**config.mk**
```make
export PLATFORM = sky130hd
export DESIGN_NAME = discrete_audio_top
export DESIGN_NICKNAME = d
export VERILOG_FILES = /design/src/hdl/discrete_pkg.sv /design/src/hdl/audio_tick_gen.sv /design/src/hdl/rc_low_pass.sv /design/src/hdl/rc_high_pass.sv /design/src/hdl/sample_mixer.sv /design/src/hdl/discrete_audio_top.sv
export SDC_FILE = /design/constraint.sdc
export NUM_CORES = 1
export LEC_CHECK = 0
export BUFFER_PORTS_ARGS = -buffer_cell sky130_fd_sc_hd__buf_2
export CORE_MARGIN = 4
export CORE_UTILIZATION = 48
export DETAILED_ROUTE_END_ITERATION = 8
export PLACE_DENSITY_LB_ADDON = 0.12
export SYNTH_ARGS = -nofsm -noshare
export SYNTH_HDL_FRONTEND = slang
export SYNTH_SLANG_ARGS = --single-unit
```
**constraint.sdc**
```tcl
create_clock -name clk -period 12.7 [get_ports clk]
set_input_delay 1.27 -clock clk [delete_from_list [all_inputs] [get_ports clk]]
set_output_delay 1.27 -clock clk [all_outputs]
set_load 0.05 [all_outputs]
```
**src/hdl/discrete_pkg.sv**
```systemverilog
//--------------------
// discrete audio package
// sample types, fixed-point format and the shared filter arithmetic.
//--------------------
package discrete_pkg;

    localparam int sample_width = 16;
    localparam int alpha_frac_bits = 16;

    typedef logic signed [sample_width-1:0] sample_t;
    typedef logic signed [39:0] acc_t;

    // smoothing factor in Q16 for one step at step_rate; c_q35 is farads << 35.
    function automatic int smoothing_alpha(input longint step_rate, input longint r_ohm,
                                           input longint c_q35);
        longint delta_t_q32;
        longint rc_q32;
        delta_t_q32 = (longint'(1) << 32) / step_rate;
        rc_q32 = (r_ohm * c_q35) >>> 3;    // Q35 down to Q32.
        return int'((delta_t_q32 << alpha_frac_bits) / (rc_q32 + delta_t_q32));
    endfunction

    // prev + alpha * (x - prev), fraction dropped by arithmetic shift.
    function automatic sample_t smooth_step(input sample_t prev, input sample_t x,
                                            input int alpha);
        acc_t diff;
        acc_t prod;
        diff = acc_t'(x) - acc_t'(prev);
        prod = acc_t'(alpha) * diff;
        return sample_t'(acc_t'(prev) + (prod >>> alpha_frac_bits));
    endfunction

    function automatic sample_t saturate(input acc_t value);
        if (value > acc_t'(32767))
            return sample_t'(32767);
        if (value < acc_t'(-32768))
            return sample_t'(-32768);
        return sample_t'(value);
    endfunction

endpackage

```
**src/hdl/audio_tick_gen.sv**
```systemverilog
//--------------------
// audio tick generator
// one-cycle sample enable every clock_rate / sample_rate clocks.
//--------------------
`timescale 1ns/1ps

module audio_tick_gen #(
    parameter int clock_rate = 1000000,
    parameter int sample_rate = 50000
) (
    input  logic clk,
    input  logic reset,
    output logic sample_tick
);

    localparam int cycles_per_sample = clock_rate / sample_rate;
    localparam int count_width = $clog2(cycles_per_sample);

    logic [count_width-1:0] count;

    always_ff @(posedge clk) begin
        if (reset) begin
            count <= count_width'(cycles_per_sample - 1);
            sample_tick <= 1'b0;
        end else if (count == '0) begin
            count <= count_width'(cycles_per_sample - 1);  // wrap and reload.
            sample_tick <= 1'b1;
        end else begin
            count <= count - 1'b1;
            sample_tick <= 1'b0;
        end
    end

    // no tick within a sample period of the previous one.
    for (genvar k = 1; k < cycles_per_sample; k++) begin : g_spacing
        assert property (@(posedge clk) disable iff (reset)
            sample_tick |-> !$past(sample_tick, k));
    end

endmodule

```
**src/hdl/rc_low_pass.sv**
```systemverilog
//--------------------
// rc low-pass filter
// first-order RC smoothing, oversampled on the idle clocks between samples.
//--------------------
`timescale 1ns/1ps

module rc_low_pass
    import discrete_pkg::*;
#(
    parameter int clock_rate = 1000000,
    parameter int sample_rate = 50000,
    parameter int oversample = 8,
    parameter int r = 47000,
    parameter int c_q35 = 1615
) (
    input  logic    clk,
    input  logic    reset,
    input  logic    sample_tick,
    input  sample_t in,
    output sample_t out
);

    localparam int cycles_per_sample = clock_rate / sample_rate;
    localparam int cnt_width = $clog2(oversample + 1);
    // each sub-step covers 1 / (sample_rate * oversample) seconds.
    localparam int alpha = smoothing_alpha(sample_rate * oversample, r, c_q35);

    sample_t in_hold;
    sample_t state;
    logic [cnt_width-1:0] step_cnt;

    // sample held for the sub-step chain.
    always_ff @(posedge clk) begin
        if (sample_tick)
            in_hold <= in;
    end

    always_ff @(posedge clk) begin
        if (reset) begin
            state <= '0;
            out <= '0;
            step_cnt <= cnt_width'(oversample);    // idle until the first tick.
        end else if (sample_tick) begin
            out <= state;                          // result of the finished chain.
            step_cnt <= '0;
        end else if (step_cnt < cnt_width'(oversample)) begin
            state <= smooth_step(state, in_hold, alpha);
            step_cnt <= step_cnt + 1'b1;
        end
    end

    // the whole sub-step chain has to fit between two ticks.
    assert property (@(posedge clk) disable iff (reset)
        sample_tick |-> step_cnt == cnt_width'(oversample))
        else $error("rc_low_pass: %0d sub-steps do not fit in %0d cycles",
                    oversample, cycles_per_sample);

endmodule

```
**src/hdl/rc_high_pass.sv**
```systemverilog
//--------------------
// rc high-pass filter
// input minus a tracked RC low-pass state, same sub-step scheme.
//--------------------
`timescale 1ns/1ps

module rc_high_pass
    import discrete_pkg::*;
#(
    parameter int clock_rate = 1000000,
    parameter int sample_rate = 50000,
    parameter int oversample = 8,
    parameter int r = 10000,
    parameter int c_q35 = 3436
) (
    input  logic    clk,
    input  logic    reset,
    input  logic    sample_tick,
    input  sample_t in,
    output sample_t out
);

    localparam int cycles_per_sample = clock_rate / sample_rate;
    localparam int cnt_width = $clog2(oversample + 1);
    localparam int alpha = smoothing_alpha(sample_rate * oversample, r, c_q35);

    sample_t in_hold;
    sample_t lp_state;
    logic [cnt_width-1:0] step_cnt;

    always_ff @(posedge clk) begin
        if (reset) begin
            in_hold <= '0;
            lp_state <= '0;
            out <= '0;
            step_cnt <= cnt_width'(oversample);
        end else if (sample_tick) begin
            // held sample minus its smoothed tracking.
            out <= saturate(acc_t'(in_hold) - acc_t'(lp_state));
            in_hold <= in;
            step_cnt <= '0;
        end else if (step_cnt < cnt_width'(oversample)) begin
            lp_state <= smooth_step(lp_state, in_hold, alpha);
            step_cnt <= step_cnt + 1'b1;
        end
    end

    assert property (@(posedge clk) disable iff (reset)
        sample_tick |-> step_cnt == cnt_width'(oversample))
        else $error("rc_high_pass: %0d sub-steps do not fit in %0d cycles",
                    oversample, cycles_per_sample);

endmodule

```
**src/hdl/sample_mixer.sv**
```systemverilog
//--------------------
// sample mixer
// weighted sum of both filter branches, saturated to 16 bits.
//--------------------
`timescale 1ns/1ps

module sample_mixer
    import discrete_pkg::*;
#(
    parameter int lp_gain = 192,   // Q8, 0.75.
    parameter int hp_gain = 64     // Q8, 0.25.
) (
    input  logic    clk,
    input  logic    reset,
    input  logic    sample_tick,
    input  sample_t lp_in,
    input  sample_t hp_in,
    output sample_t out
);

    logic tick_d;
    acc_t mix_sum;

    // filters update on the tick edge, so sum the cycle after.
    always_ff @(posedge clk) begin
        if (reset)
            tick_d <= 1'b0;
        else
            tick_d <= sample_tick;
    end

    assign mix_sum = (acc_t'(lp_in) * acc_t'(lp_gain)
                    + acc_t'(hp_in) * acc_t'(hp_gain)) >>> 8;

    always_ff @(posedge clk) begin
        if (reset)
            out <= '0;
        else if (tick_d)
            out <= saturate(mix_sum);  // holds between samples.
    end

    // out only ever moves in the cycle after a tick.
    assert property (@(posedge clk) disable iff (reset)
        !$past(sample_tick, 2) |-> $stable(out));

endmodule

```
**src/hdl/discrete_audio_top.sv**
```systemverilog
//--------------------
// discrete audio top
// tick generator, low-pass and high-pass branches and the output mixer.
//--------------------
`timescale 1ns/1ps

module discrete_audio_top
    import discrete_pkg::*;
#(
    parameter int clock_rate = 1000000,
    parameter int sample_rate = 50000,
    parameter int oversample = 8,
    parameter int lp_r = 47000,
    parameter int lp_c_q35 = 1615,     // 47 nF.
    parameter int hp_r = 10000,
    parameter int hp_c_q35 = 3436,     // 100 nF.
    parameter int lp_gain = 192,
    parameter int hp_gain = 64
) (
    input  logic    clk,
    input  logic    reset,
    input  sample_t in,
    output logic    sample_tick,
    output sample_t out
);

    sample_t lp_out;
    sample_t hp_out;

    audio_tick_gen #(
        .clock_rate(clock_rate),
        .sample_rate(sample_rate)
    ) u_tick (
        .clk(clk),
        .reset(reset),
        .sample_tick(sample_tick)
    );

    rc_low_pass #(
        .clock_rate(clock_rate),
        .sample_rate(sample_rate),
        .oversample(oversample),
        .r(lp_r),
        .c_q35(lp_c_q35)
    ) u_low_pass (
        .clk(clk),
        .reset(reset),
        .sample_tick(sample_tick),
        .in(in),
        .out(lp_out)
    );

    rc_high_pass #(
        .clock_rate(clock_rate),
        .sample_rate(sample_rate),
        .oversample(oversample),
        .r(hp_r),
        .c_q35(hp_c_q35)
    ) u_high_pass (
        .clk(clk),
        .reset(reset),
        .sample_tick(sample_tick),
        .in(in),
        .out(hp_out)
    );

    sample_mixer #(
        .lp_gain(lp_gain),
        .hp_gain(hp_gain)
    ) u_mixer (
        .clk(clk),
        .reset(reset),
        .sample_tick(sample_tick),
        .lp_in(lp_out),
        .hp_in(hp_out),
        .out(out)
    );

endmodule

```
==> results.ini, run 1 <==
[timing]
fmax_ghz = 0.116
drv_slew = 0
fin_crit_ns = 8.62
finalSetupViolations = 0
rsz0062_at_grt = no
max_slew_margin_pct = 32.2
hold_viol = 0
fin_tns_setup_ns = 0
worstMarginPinSlew_ns = 1.01
finClkSkew_ns = 0.0158
fin_crit_sh_pct = 67.8

[worst_setup_path]
end_kind = register
critPathKind = reg -> reg
arrival_ns = 8.92
crit_path_top_delay_cell = a31oi_1
cpPeakStageDelay_ns = 0.55
rrSetupSlack_ns = 4.08
critPathLaunchType = register
path_max_fanout = 8
ff2ff_path_depth = 34
worst_ep_required_time_ns = 13.00
r2r-start = u_high_pass.in_hold[0]
r2r_end = u_high_pass.lp_state[15]

[synthesis]
postSynthAreaPerCell_um2 = 8.82
synth_area_leaders = ha_1 (23%), dfxtp_1 (17%), fa_1 (7.2%), inv_1 (6.0%), xnor2_1 (4.2%)
yosys.area.top_type = ha_1
ys.flop_type = dfxtp_1
synth_edf_count = 16
synth_seq_cells = 127
async_flop_share_pct = 0
synthTopCellsByCount = ha_1 (236), inv_1 (202), nor2_1 (115), dfxtp_1 (111), nand2_1 (88)
syn-cell-area_um2 = 12700
seq_area_frac_synth_pct = 21.3
syn-num-nets = 1741
syn_inst = 1441
synthDistinctLibCells = 86
netlist.area_leader.share_pct = 23.2
yosysWarnings = 0
yosysMostFrequentCell = ha_1

[floorplanning]
core_um2 = 26100
dieArea_um2 = 29200
die_width_um = 171
start_util_pct = 48.8
ios = 35
num_rows = 59
dieHeight_um = 171

[pwr]
seqPwrFrac_pct = 42.4
pwr-share-clk_pct = 49.4
ir_drop_v = 0.0000705
p_int_uw = 716
power_frac_comb_pct = 8.2
sw_frac_of_total_pct = 25.8
switchingPower_uw = 249
leakagePower_nw = 6.94
power.density_nw_per_um2 = 70.1

[clock_tree]
path_clk_slew_ns = 0.06
cts_max_path_buffers = 2
cts_made_buffers = 17
root_buffer = clkbuf_16
cts_tree = yes
clk_latency_ns = 0.42
post_cts_buffers = 0
postCtsHoldBufs = 0
cts_resized = 0
htree_levels = 4
numClockSinks = 127

[placed_design]
hpwl_mm = 22.6
gp_congestion = 0.855
numPortBuffers = 34
dpl-instance-area_um2 = 13200

[worst_hold_path]
holdPathStages = 1
hp-start = u_tick.count[0]
hold_end = u_tick.count[0]
hp-class = reg -> reg

[route]
wire_per_inst_um = 15.3
viasPerCell = 5.43
ant_nets = 0
drt_iter0_drc = 375
drc = 0
dr_total_vias = 9848
wirelength_mm = 27.7
dr.pass1.iters = 4

[finish]
area_growth_pct = 8.30
design_area_um2 = 13800
drive_gt1_share_pct = 7.64
fill_cells = 2534
diodes = 0
finalNetCount = 1767

[status]
status = finished clean

[grt]
antenna_found_initial = 0
grt_max_degree = 65
grt_overflow = 0
grt_use_total_pct = 19.9
grt_pass1_wl_mm = 47.3
grt_pass1_vias = 9706

[flow_run]
max-cap-violations = 0

==> cell families (layout without fill, tap and decap cells) <==
kind of cell,count (synthesis),count (layout),share of synthesized area [%]
AND/OR/NAND/NOR,382,382,15.0
adder cells (fa/ha/maj),282,282,30.5
AO/OA/AOI/OAI,275,275,16.0
buffers and inverters,237,276,7.20
flip-flops,127,127,21.3
XOR/XNOR,97,97,6.74
multiplexers,41,41,3.27
==> final cells by class <==
cell class	instances	area (µm²)	area share [%]
timing repair buffer	40	215	1.56
tap	335	419	3.04
clock inverter	13	126	0.918
multi-input combinational	1077	9090	66.1
clock buffer	19	443	3.22
inverter	204	766	5.56
sequential	127	2700	19.6
==> layout by cell type, fill, tap and decap left out, drive strengths merged, types with 5 or more instances in the layout <==
cell and n:
a221o 30, a31oi 10, mux2i 37, dfxtp 111
and2 19, and3 13, inv 210, a21oi 81
nor2 115, o311ai 6, o2111ai 7, fa 46
ha 236, nand4 8, xnor2 62, a211oi 9
a21boi 7, nand2b 16, nand3 21, o21ai 41
nor2b 16, a21o 23, nor3 38, o21a 15
buf 40, edfxtp 16, xor2 35, clkbuf 19
o31ai 10, and4 5, or2 11, or3 10
nand2 88
==> stage by stage <==
| stage | util [%] | worst slack (ns) | std cells | hold WS (ns) | total power [mW] |
|---|---|---|---|---|---|
| 4_1_cts | 52.8 | 4.07 | 1815 | 0.408 | 0.978 |
| 3_3_place_gp | 50.6 | 4.28 | 1783 | 0.387 | 0.497 |
| 3_5_place_dp | 50.6 | 4.13 | 1783 | 0.393 | 0.498 |
| 5_1_grt | 52.8 | 3.40 | 1815 | 0.441 | 1.01 |
| 6_report | 52.8 | 4.08 | 1815 | 0.403 | 0.965 |
| 2_1_floorplan | - | 4.95 | 1441 | 0.371 | 0.476 |
==> sequential cells by signal, summed over array words and instances, names as in the netlist <==
signal / count
u_high_pass.lp_state: 16
u_high_pass.in_hold: 16
u_tick.count: 5
u_mixer.out: 16
u_low_pass.out: 16
u_mixer.tick_d: 1
u_low_pass.step_cnt: 4
u_high_pass.step_cnt: 4
u_tick.sample_tick: 1
u_low_pass.in_hold: 16
u_high_pass.out: 16
u_low_pass.state: 16
==> power groups by stage <==
| stage | clock network [mW] | logic [mW] | registers, mW |
|---|---|---|---|
| 6_report | 0.476 | 0.0793 | 0.409 |
| 2_1_floorplan | 0 | 0.0584 | 0.418 |
| 3_5_place_dp | 0 | 0.0797 | 0.418 |
| 3_3_place_gp | 0 | 0.0789 | 0.418 |
| 5_1_grt | 0.506 | 0.0916 | 0.409 |
| 4_1_cts | 0.488 | 0.0805 | 0.409 |
==> routing by layer <==
metal  GRT usage (%)  share of wire [%]
met5               0                  0
met3            2.70                2.2
met1            26.3                 48
met2            34.5                 48
met4            5.24                1.5
==> worst max path at each step <==
| stage | from | end | slack (ns) | depth (start not counted) |
|---|---|---|---|---|
| 2_1_floorplan | u_high_pass.in_hold[0] | u_high_pass.lp_state[15] | 4.95 | 34 |
| 3_3_place_gp | u_high_pass.in_hold[0] | u_high_pass.lp_state[15] | 4.28 | 34 |
| 3_5_place_dp | u_high_pass.in_hold[0] | u_high_pass.lp_state[15] | 4.13 | 34 |
| 4_1_cts | u_high_pass.in_hold[0] | u_high_pass.lp_state[15] | 4.07 | 34 |
| 5_1_grt | u_high_pass.in_hold[0] | u_high_pass.lp_state[15] | 3.40 | 34 |
| 6_report | u_high_pass.in_hold[0] | u_high_pass.lp_state[15] | 4.08 | 34 |
==> critical path: cells and delay by family, from the launching register on <==
family,cells,cell delay [ns]
compound gates,10,2.87
fa+ha+maj,8,2.90
flops,1,0.33
simple gates,8,1.43
buf+inv,5,0.29
mux,2,0.48
xor+xnor,1,0.19
No activity file was read; power rests on OpenSTA's default activity.
==> run 2, diff against run 1 <==
--- a/config.mk
+++ b/config.mk
@@ -5,6 +5,7 @@
 export SDC_FILE = /design/constraint.sdc
 export NUM_CORES = 1
 export LEC_CHECK = 0
+export ABC_AREA = 1
 export BUFFER_PORTS_ARGS = -buffer_cell sky130_fd_sc_hd__buf_2
 export CORE_MARGIN = 4
 export CORE_UTILIZATION = 48
==> constraint.sdc (replaced) <==
create_clock -name clk -period 7 [get_ports clk]
set_input_delay 0.7 -clock clk [delete_from_list [all_inputs] [get_ports clk]]
set_output_delay 0.7 -clock clk [all_outputs]
set_load 0.05 [all_outputs]
==> results.ini, run 2 <==
[synthesis]
yosysMostFrequentCell = nand2_1
syn-num-nets = 2224  ; +28%
syn_inst = 1924  ; +34%
seq_area_frac_synth_pct = 19.6  ; -1.6 points
syn-cell-area_um2 = 13800  ; +8.2%
netlist.area_leader.share_pct = 21.5  ; -1.8 points
ys.flop_type = dfxtp_1
synth_seq_cells = 127  ; unchanged
synth_edf_count = 16  ; unchanged
postSynthAreaPerCell_um2 = 7.15  ; -19%
yosysWarnings = 0  ; unchanged
async_flop_share_pct = 0  ; unchanged
synthDistinctLibCells = 56  ; -35%
yosys.area.top_type = ha_1
synth_area_leaders = ha_1 (21%), dfxtp_1 (16%), nand2_1 (11%), inv_1 (10%), fa_1 (6.7%)
synthTopCellsByCount = nand2_1 (402), inv_1 (366), ha_1 (236), a21oi_1 (179), o21ai_0 (119)

[worst_setup_path]
cpMostUsedCell = inv_1
critPathLaunchType = register
crit_path_top_delay_cell = fa_1
path_max_fanout = 4  ; -4
arrival_ns = 6.77  ; -2.15 ns
critPathKind = reg -> reg
worst_ep_required_time_ns = 7.31  ; -5.69 ns
end_kind = register
cpPeakStageDelay_ns = 0.52  ; -0.03 ns

[floorplanning]
core_um2 = 28000  ; +7.5%
dieArea_um2 = 31400  ; +7.8%
start_util_pct = 49.1  ; +0.32 points
die_width_um = 177  ; +3.8%
num_rows = 61  ; +3.4%
dieHeight_um = 177  ; +3.8%
ios = 35  ; unchanged

[timing]
fin_crit_ns = 6.46  ; -2.16 ns
max_slew_margin_pct = 25.2  ; -7.0 points
fin_crit_sh_pct = 92.3  ; +24 points
fmax_ghz = 0.155  ; +33%
hold_viol = 0  ; unchanged
finalSetupViolations = 0  ; unchanged
drv_slew = 0  ; unchanged
worstMarginPinSlew_ns = 1.12  ; +0.108 ns
finClkSkew_ns = 0.0240  ; +0.00817 ns

[clock_tree]
cts_made_buffers = 17  ; unchanged
cts_tree = yes
root_buffer = clkbuf_16
numClockSinks = 127  ; unchanged
clk_latency_ns = 0.43  ; about the same
htree_levels = 4  ; unchanged
cts_max_path_buffers = 2  ; unchanged
path_clk_slew_ns = 0.06  ; about the same

[route]
viasPerCell = 5.08  ; -6.3%
drc = 0  ; unchanged
drt_iter0_drc = 678  ; +81%
wirelength_mm = 33.9  ; +22%
dr.pass1.iters = 5  ; +1
ant_nets = 0  ; unchanged
dr_total_vias = 12100  ; +23%
wire_per_inst_um = 14.3  ; -6.4%

[finish]
drive_gt1_share_pct = 7.77  ; +0.13 points
finalNetCount = 2283  ; +29%
final_common_cell = nand2_1
post-route-util_pct = 54.3  ; +1.5 points
diodes = 0  ; unchanged
fill_cells = 2830  ; +12%
area_growth_pct = 10.6
layout_common_cells = nand2_1 (400), inv_1 (364), ha_1 (234)

[placed_design]
numPortBuffers = 34  ; unchanged
hpwl_mm = 28.0  ; +24%
gp_congestion = 0.935  ; +9.4%

[grt]
grt_overflow = 0  ; unchanged
antenna_found_initial = 0  ; unchanged
grt_use_total_pct = 21.9  ; +2.0 points
grt_pass1_vias = 11400  ; +18%
grt_pass1_wl_mm = 56.4  ; +19%
grt_max_degree = 48  ; -26%

[flow_run]
max-cap-violations = 0  ; unchanged

[status]
status = finished clean

[worst_hold_path]
hp-class = reg -> reg

==> run 2: area by class of cell <==
type                            count  area [µm²]  share of cell area, %
Tap cell                          378         473                   3.11
Inverter                          368        1380                   9.08
Timing Repair Buffer               66         410                   2.70
Multi-Input combinational cell   1403        9650                   63.4
Clock buffer                       18         439                   2.89
Clock inverter                     14         156                   1.03
Sequential cell                   127        2700                   17.8
==> run 2: per-stage QoR <==
step	std cells	area, µm²	setup slack (ns)	hold WS (ns)	setup TNS (ns)
4_1_cts	2373	15100	0.112	0.411	0
6_report	2374	15200	0.540	0.408	0
5_1_grt	2374	15200	-0.0140	0.431	-0.0140
3_3_place_gp	2341	14500	0.215	0.393	0
2_1_floorplan	1924	13800	0.708	0.378	0
3_5_place_dp	2341	14500	0.125	0.397	0
==> run 2: repair_timing <==
| action | 4_1_cts | 5_1_grt |
|---|---|---|
| endpoints found under the setup margin | 0 | 15 |
| buffers inserted | 0 | 1 |
| resized for setup | 0 | 42 |
| hold buffers | 0 | 0 |
==> run 2: kinds of logic (layout without fill, tap and decap cells) <==
group | count (synthesis) | count (layout) | share of synthesized area [%]
AOI/OAI and AO/OA | 370 | 370 | 15.0
adders and majority gates | 282 | 282 | 28.2
buffers and inverters | 394 | 466 | 11.1
DFF | 127 | 127 | 19.6
xor gates and xnor gates | 94 | 94 | 6.18
and+or+nand+nor | 657 | 657 | 19.9
==> run 2: critical path: cells and delay by family (launching register included) <==
kind | cells | cell delay [ns]
adders and majority gates | 8 | 2.73
AOI/OAI and AO/OA | 10 | 1.37
and+or+nand+nor | 9 | 0.81
buffers and inverters | 8 | 0.72
xor gates and xnor gates | 2 | 0.39
DFF | 1 | 0.34
==> run 2: metal layers <==
layer  up-vias  GRT usage [%]  routed length [µm]
li1       6364              -                   -
met1      5507           30.4               16800
met2       161           36.5               15600
met3        34           2.41                 956
met4         0           5.51                 569
met5         -              0                   0
==> run 2: worst paths after layout <==
check / from / to / slack [ns] / cells past startpoint
worst max-delay path: u_low_pass.state[0] / u_low_pass.state[12] / 0.54 / 37
worst min-delay path: u_tick.count[0] / u_tick.count[0] / 0.41 / 1
worst max register to register: u_low_pass.state[0] / u_low_pass.state[12] / 0.54 / 37
worst min register to register: u_tick.count[0] / u_tick.count[0] / 0.41 / 1
Power of run 2 is left out: the tool's default activity adds up to more than one toggle a clock period on the data nets, which glitch-free logic cannot reach.
==> run 3, diff against run 2 <==
--- a/config.mk
+++ b/config.mk
@@ -11,6 +11,7 @@
 export CORE_UTILIZATION = 48
 export DETAILED_ROUTE_END_ITERATION = 8
 export PLACE_DENSITY_LB_ADDON = 0.12
+export REMOVE_ABC_BUFFERS = 1
 export SYNTH_ARGS = -nofsm -noshare
 export SYNTH_HDL_FRONTEND = slang
 export SYNTH_SLANG_ARGS = --single-unit
==> results.ini, run 3 (same netlist as run 2, synthesis figures left out) <==
[finish]
multiInputGateArea_um2 = 9670  ; +0.18%
drive_gt1_share_pct = 7.92  ; +0.15 points
final_cells = 2373  ; -0.042%
final_common_cell = nand2_1
layout_common_cells = nand2_1 (397), inv_1 (365), ha_1 (235)
regArea_um2 = 2700  ; unchanged
diodes = 0  ; unchanged
finalNetCount = 2282  ; -0.044%
area_growth_pct = 10.7  ; about the same
post-route-util_pct = 54.4  ; about the same
fill_cells = 2810  ; -0.71%

[timing]
max_slew_margin_pct = 24.5  ; -0.67 points
fin_crit_sh_pct = 93.8  ; +1.5 points
worst_slack_ns = 0.435  ; -0.105 ns
finClkSkew_ns = 0.0103  ; -0.0137 ns
finalSetupViolations = 0  ; unchanged
fmax_ghz = 0.152  ; -1.6%
fin_crit_ns = 6.57  ; +0.105 ns
drv_slew = 0  ; unchanged
hold_viol = 0  ; unchanged
holdWs_ns = 0.415  ; +0.00621 ns
worstMarginPinSlew_ns = 1.13  ; +0.00999 ns

[worst_setup_path]
crit_family = adder cells
path_buf_inv = 6  ; -2
r2r-start = u_low_pass.state[1]
path_max_fanout = 4  ; unchanged
arrival_ns = 6.89  ; +0.12 ns
critPathKind = reg -> reg
cp-endpoint = u_low_pass.state[12]
crit_path_start = u_low_pass.state[1]
cpPeakStageDelay_ns = 0.54  ; +0.02 ns
rrSetupSlack_ns = 0.43  ; -0.11 ns
crit_path_top_delay_cell = fa_1
worst_ep_required_time_ns = 7.32  ; about the same
critical_path_depth = 35  ; -5.4%
end_kind = register
critPathLaunchType = register
r2r_end = u_low_pass.state[12]
ff2ff_path_depth = 35  ; -5.4%

[route]
dr.pass1.iters = 8  ; +3
drc = 0  ; unchanged
viasPerCell = 5.14  ; +1.2%
dr_total_vias = 12200  ; +1.1%
wirelength_mm = 34.4  ; +1.5%
wire_per_inst_um = 14.5  ; +1.5%
drt_iter0_drc = 568  ; -16%
ant_nets = 0  ; unchanged

[clock_tree]
postCtsHoldBufs = 0  ; unchanged
path_clk_slew_ns = 0.06  ; about the same
cts_tree = yes
root_buffer = clkbuf_16
htree_levels = 4  ; unchanged
numClockSinks = 127  ; unchanged
cts_max_path_buffers = 2  ; unchanged
cts_made_buffers = 17  ; unchanged
clk_latency_ns = 0.43  ; about the same

[grt]
grt_overflow = 0  ; unchanged
grt_max_degree = 48  ; unchanged
grt_pass1_vias = 11600  ; +1.0%
grt_use_total_pct = 22.1  ; +0.17 points
grt_pass1_wl_mm = 56.4  ; +0.11%
antenna_found_initial = 0  ; unchanged

[floorplanning]
dieArea_um2 = 31400  ; unchanged
start_util_pct = 49.1  ; unchanged
ios = 35  ; unchanged
num_rows = 61  ; unchanged
die_width_um = 177  ; unchanged
dieHeight_um = 177  ; unchanged
core_um2 = 28000  ; unchanged

[placed_design]
dp.cells = 2335  ; -0.26%
dp_worst_setup_slack_ns = 0.175  ; +0.0507 ns
hpwl_mm = 28.3  ; +1.2%
gp_congestion = 0.907  ; -3.0%
numPortBuffers = 34  ; unchanged

[worst_hold_path]
hp-class = reg -> reg

[status]
status = finished clean

[flow_run]
max-cap-violations = 0  ; unchanged

==> run 3: changes by cell type in the layout (fill, tap and decap cells not counted), moves of 2 or more <==
| cell | before | now |
|---|---|---|
| clkinvlp_4 | 1 | 3 |
| clkbuf_16 | 17 | 19 |
| nand2_2 | 9 | 12 |
| o21ai_1 | 9 | 13 |
| o21ai_0 | 109 | 105 |
| clkinv_4 | 4 | 2 |
| nand2_1 | 400 | 397 |
| clkbuf_8 | 1 | 4 |
| bufinv_16 | 2 | 0 |
==> run 3: how the worst min path moves through the flow <==
stage	startpoint	endpoint	slack, ns	cells after the start
floorplan	u_tick.count[0]	u_tick.count[0]	0.38	1
global placement	u_tick.count[0]	u_tick.count[0]	0.39	1
detailed placement	u_tick.count[0]	u_tick.count[0]	0.40	1
CTS	u_tick.count[0]	u_tick.count[0]	0.42	1
global route	u_tick.count[0]	u_tick.count[0]	0.43	1
finish	u_tick.count[0]	u_tick.count[0]	0.41	1
==> run 3: cell type report <==
class                   count  share of cell area, %
multi-input cells        1403                   63.5
clock buffers              23                   3.48
well taps                 378                   3.11
inverters                 368                   9.07
repair buffers             65                   2.65
clock inverters             9                  0.452
flip-flops and latches    127                   17.7
==> run 3: layer usage <==
metal | track usage (%) | part of all wire, %
met1 | 30.1 | 48
met3 | 3.10 | 3.5
met4 | 4.19 | 1.3
met2 | 37.7 | 47
met5 | 0 | 0
==> run 3: timing repair <==
item                       in CTS  in global routing
setup buffers                   0                  6
setup endpoints to repair       0                 16
gates resized for setup         0                 49
==> run 3: metrics by stage <==
| step | TNS, ns | area (µm²) |
|---|---|---|
| after floorplan | 0 | 13600 |
| after global placement | 0 | 14400 |
| after detailed placement | 0 | 14400 |
| after CTS | 0 | 15000 |
| after global routing | -0.00473 | 15200 |
| final | 0 | 15200 |
Power of run 3 is left out for the same reason.
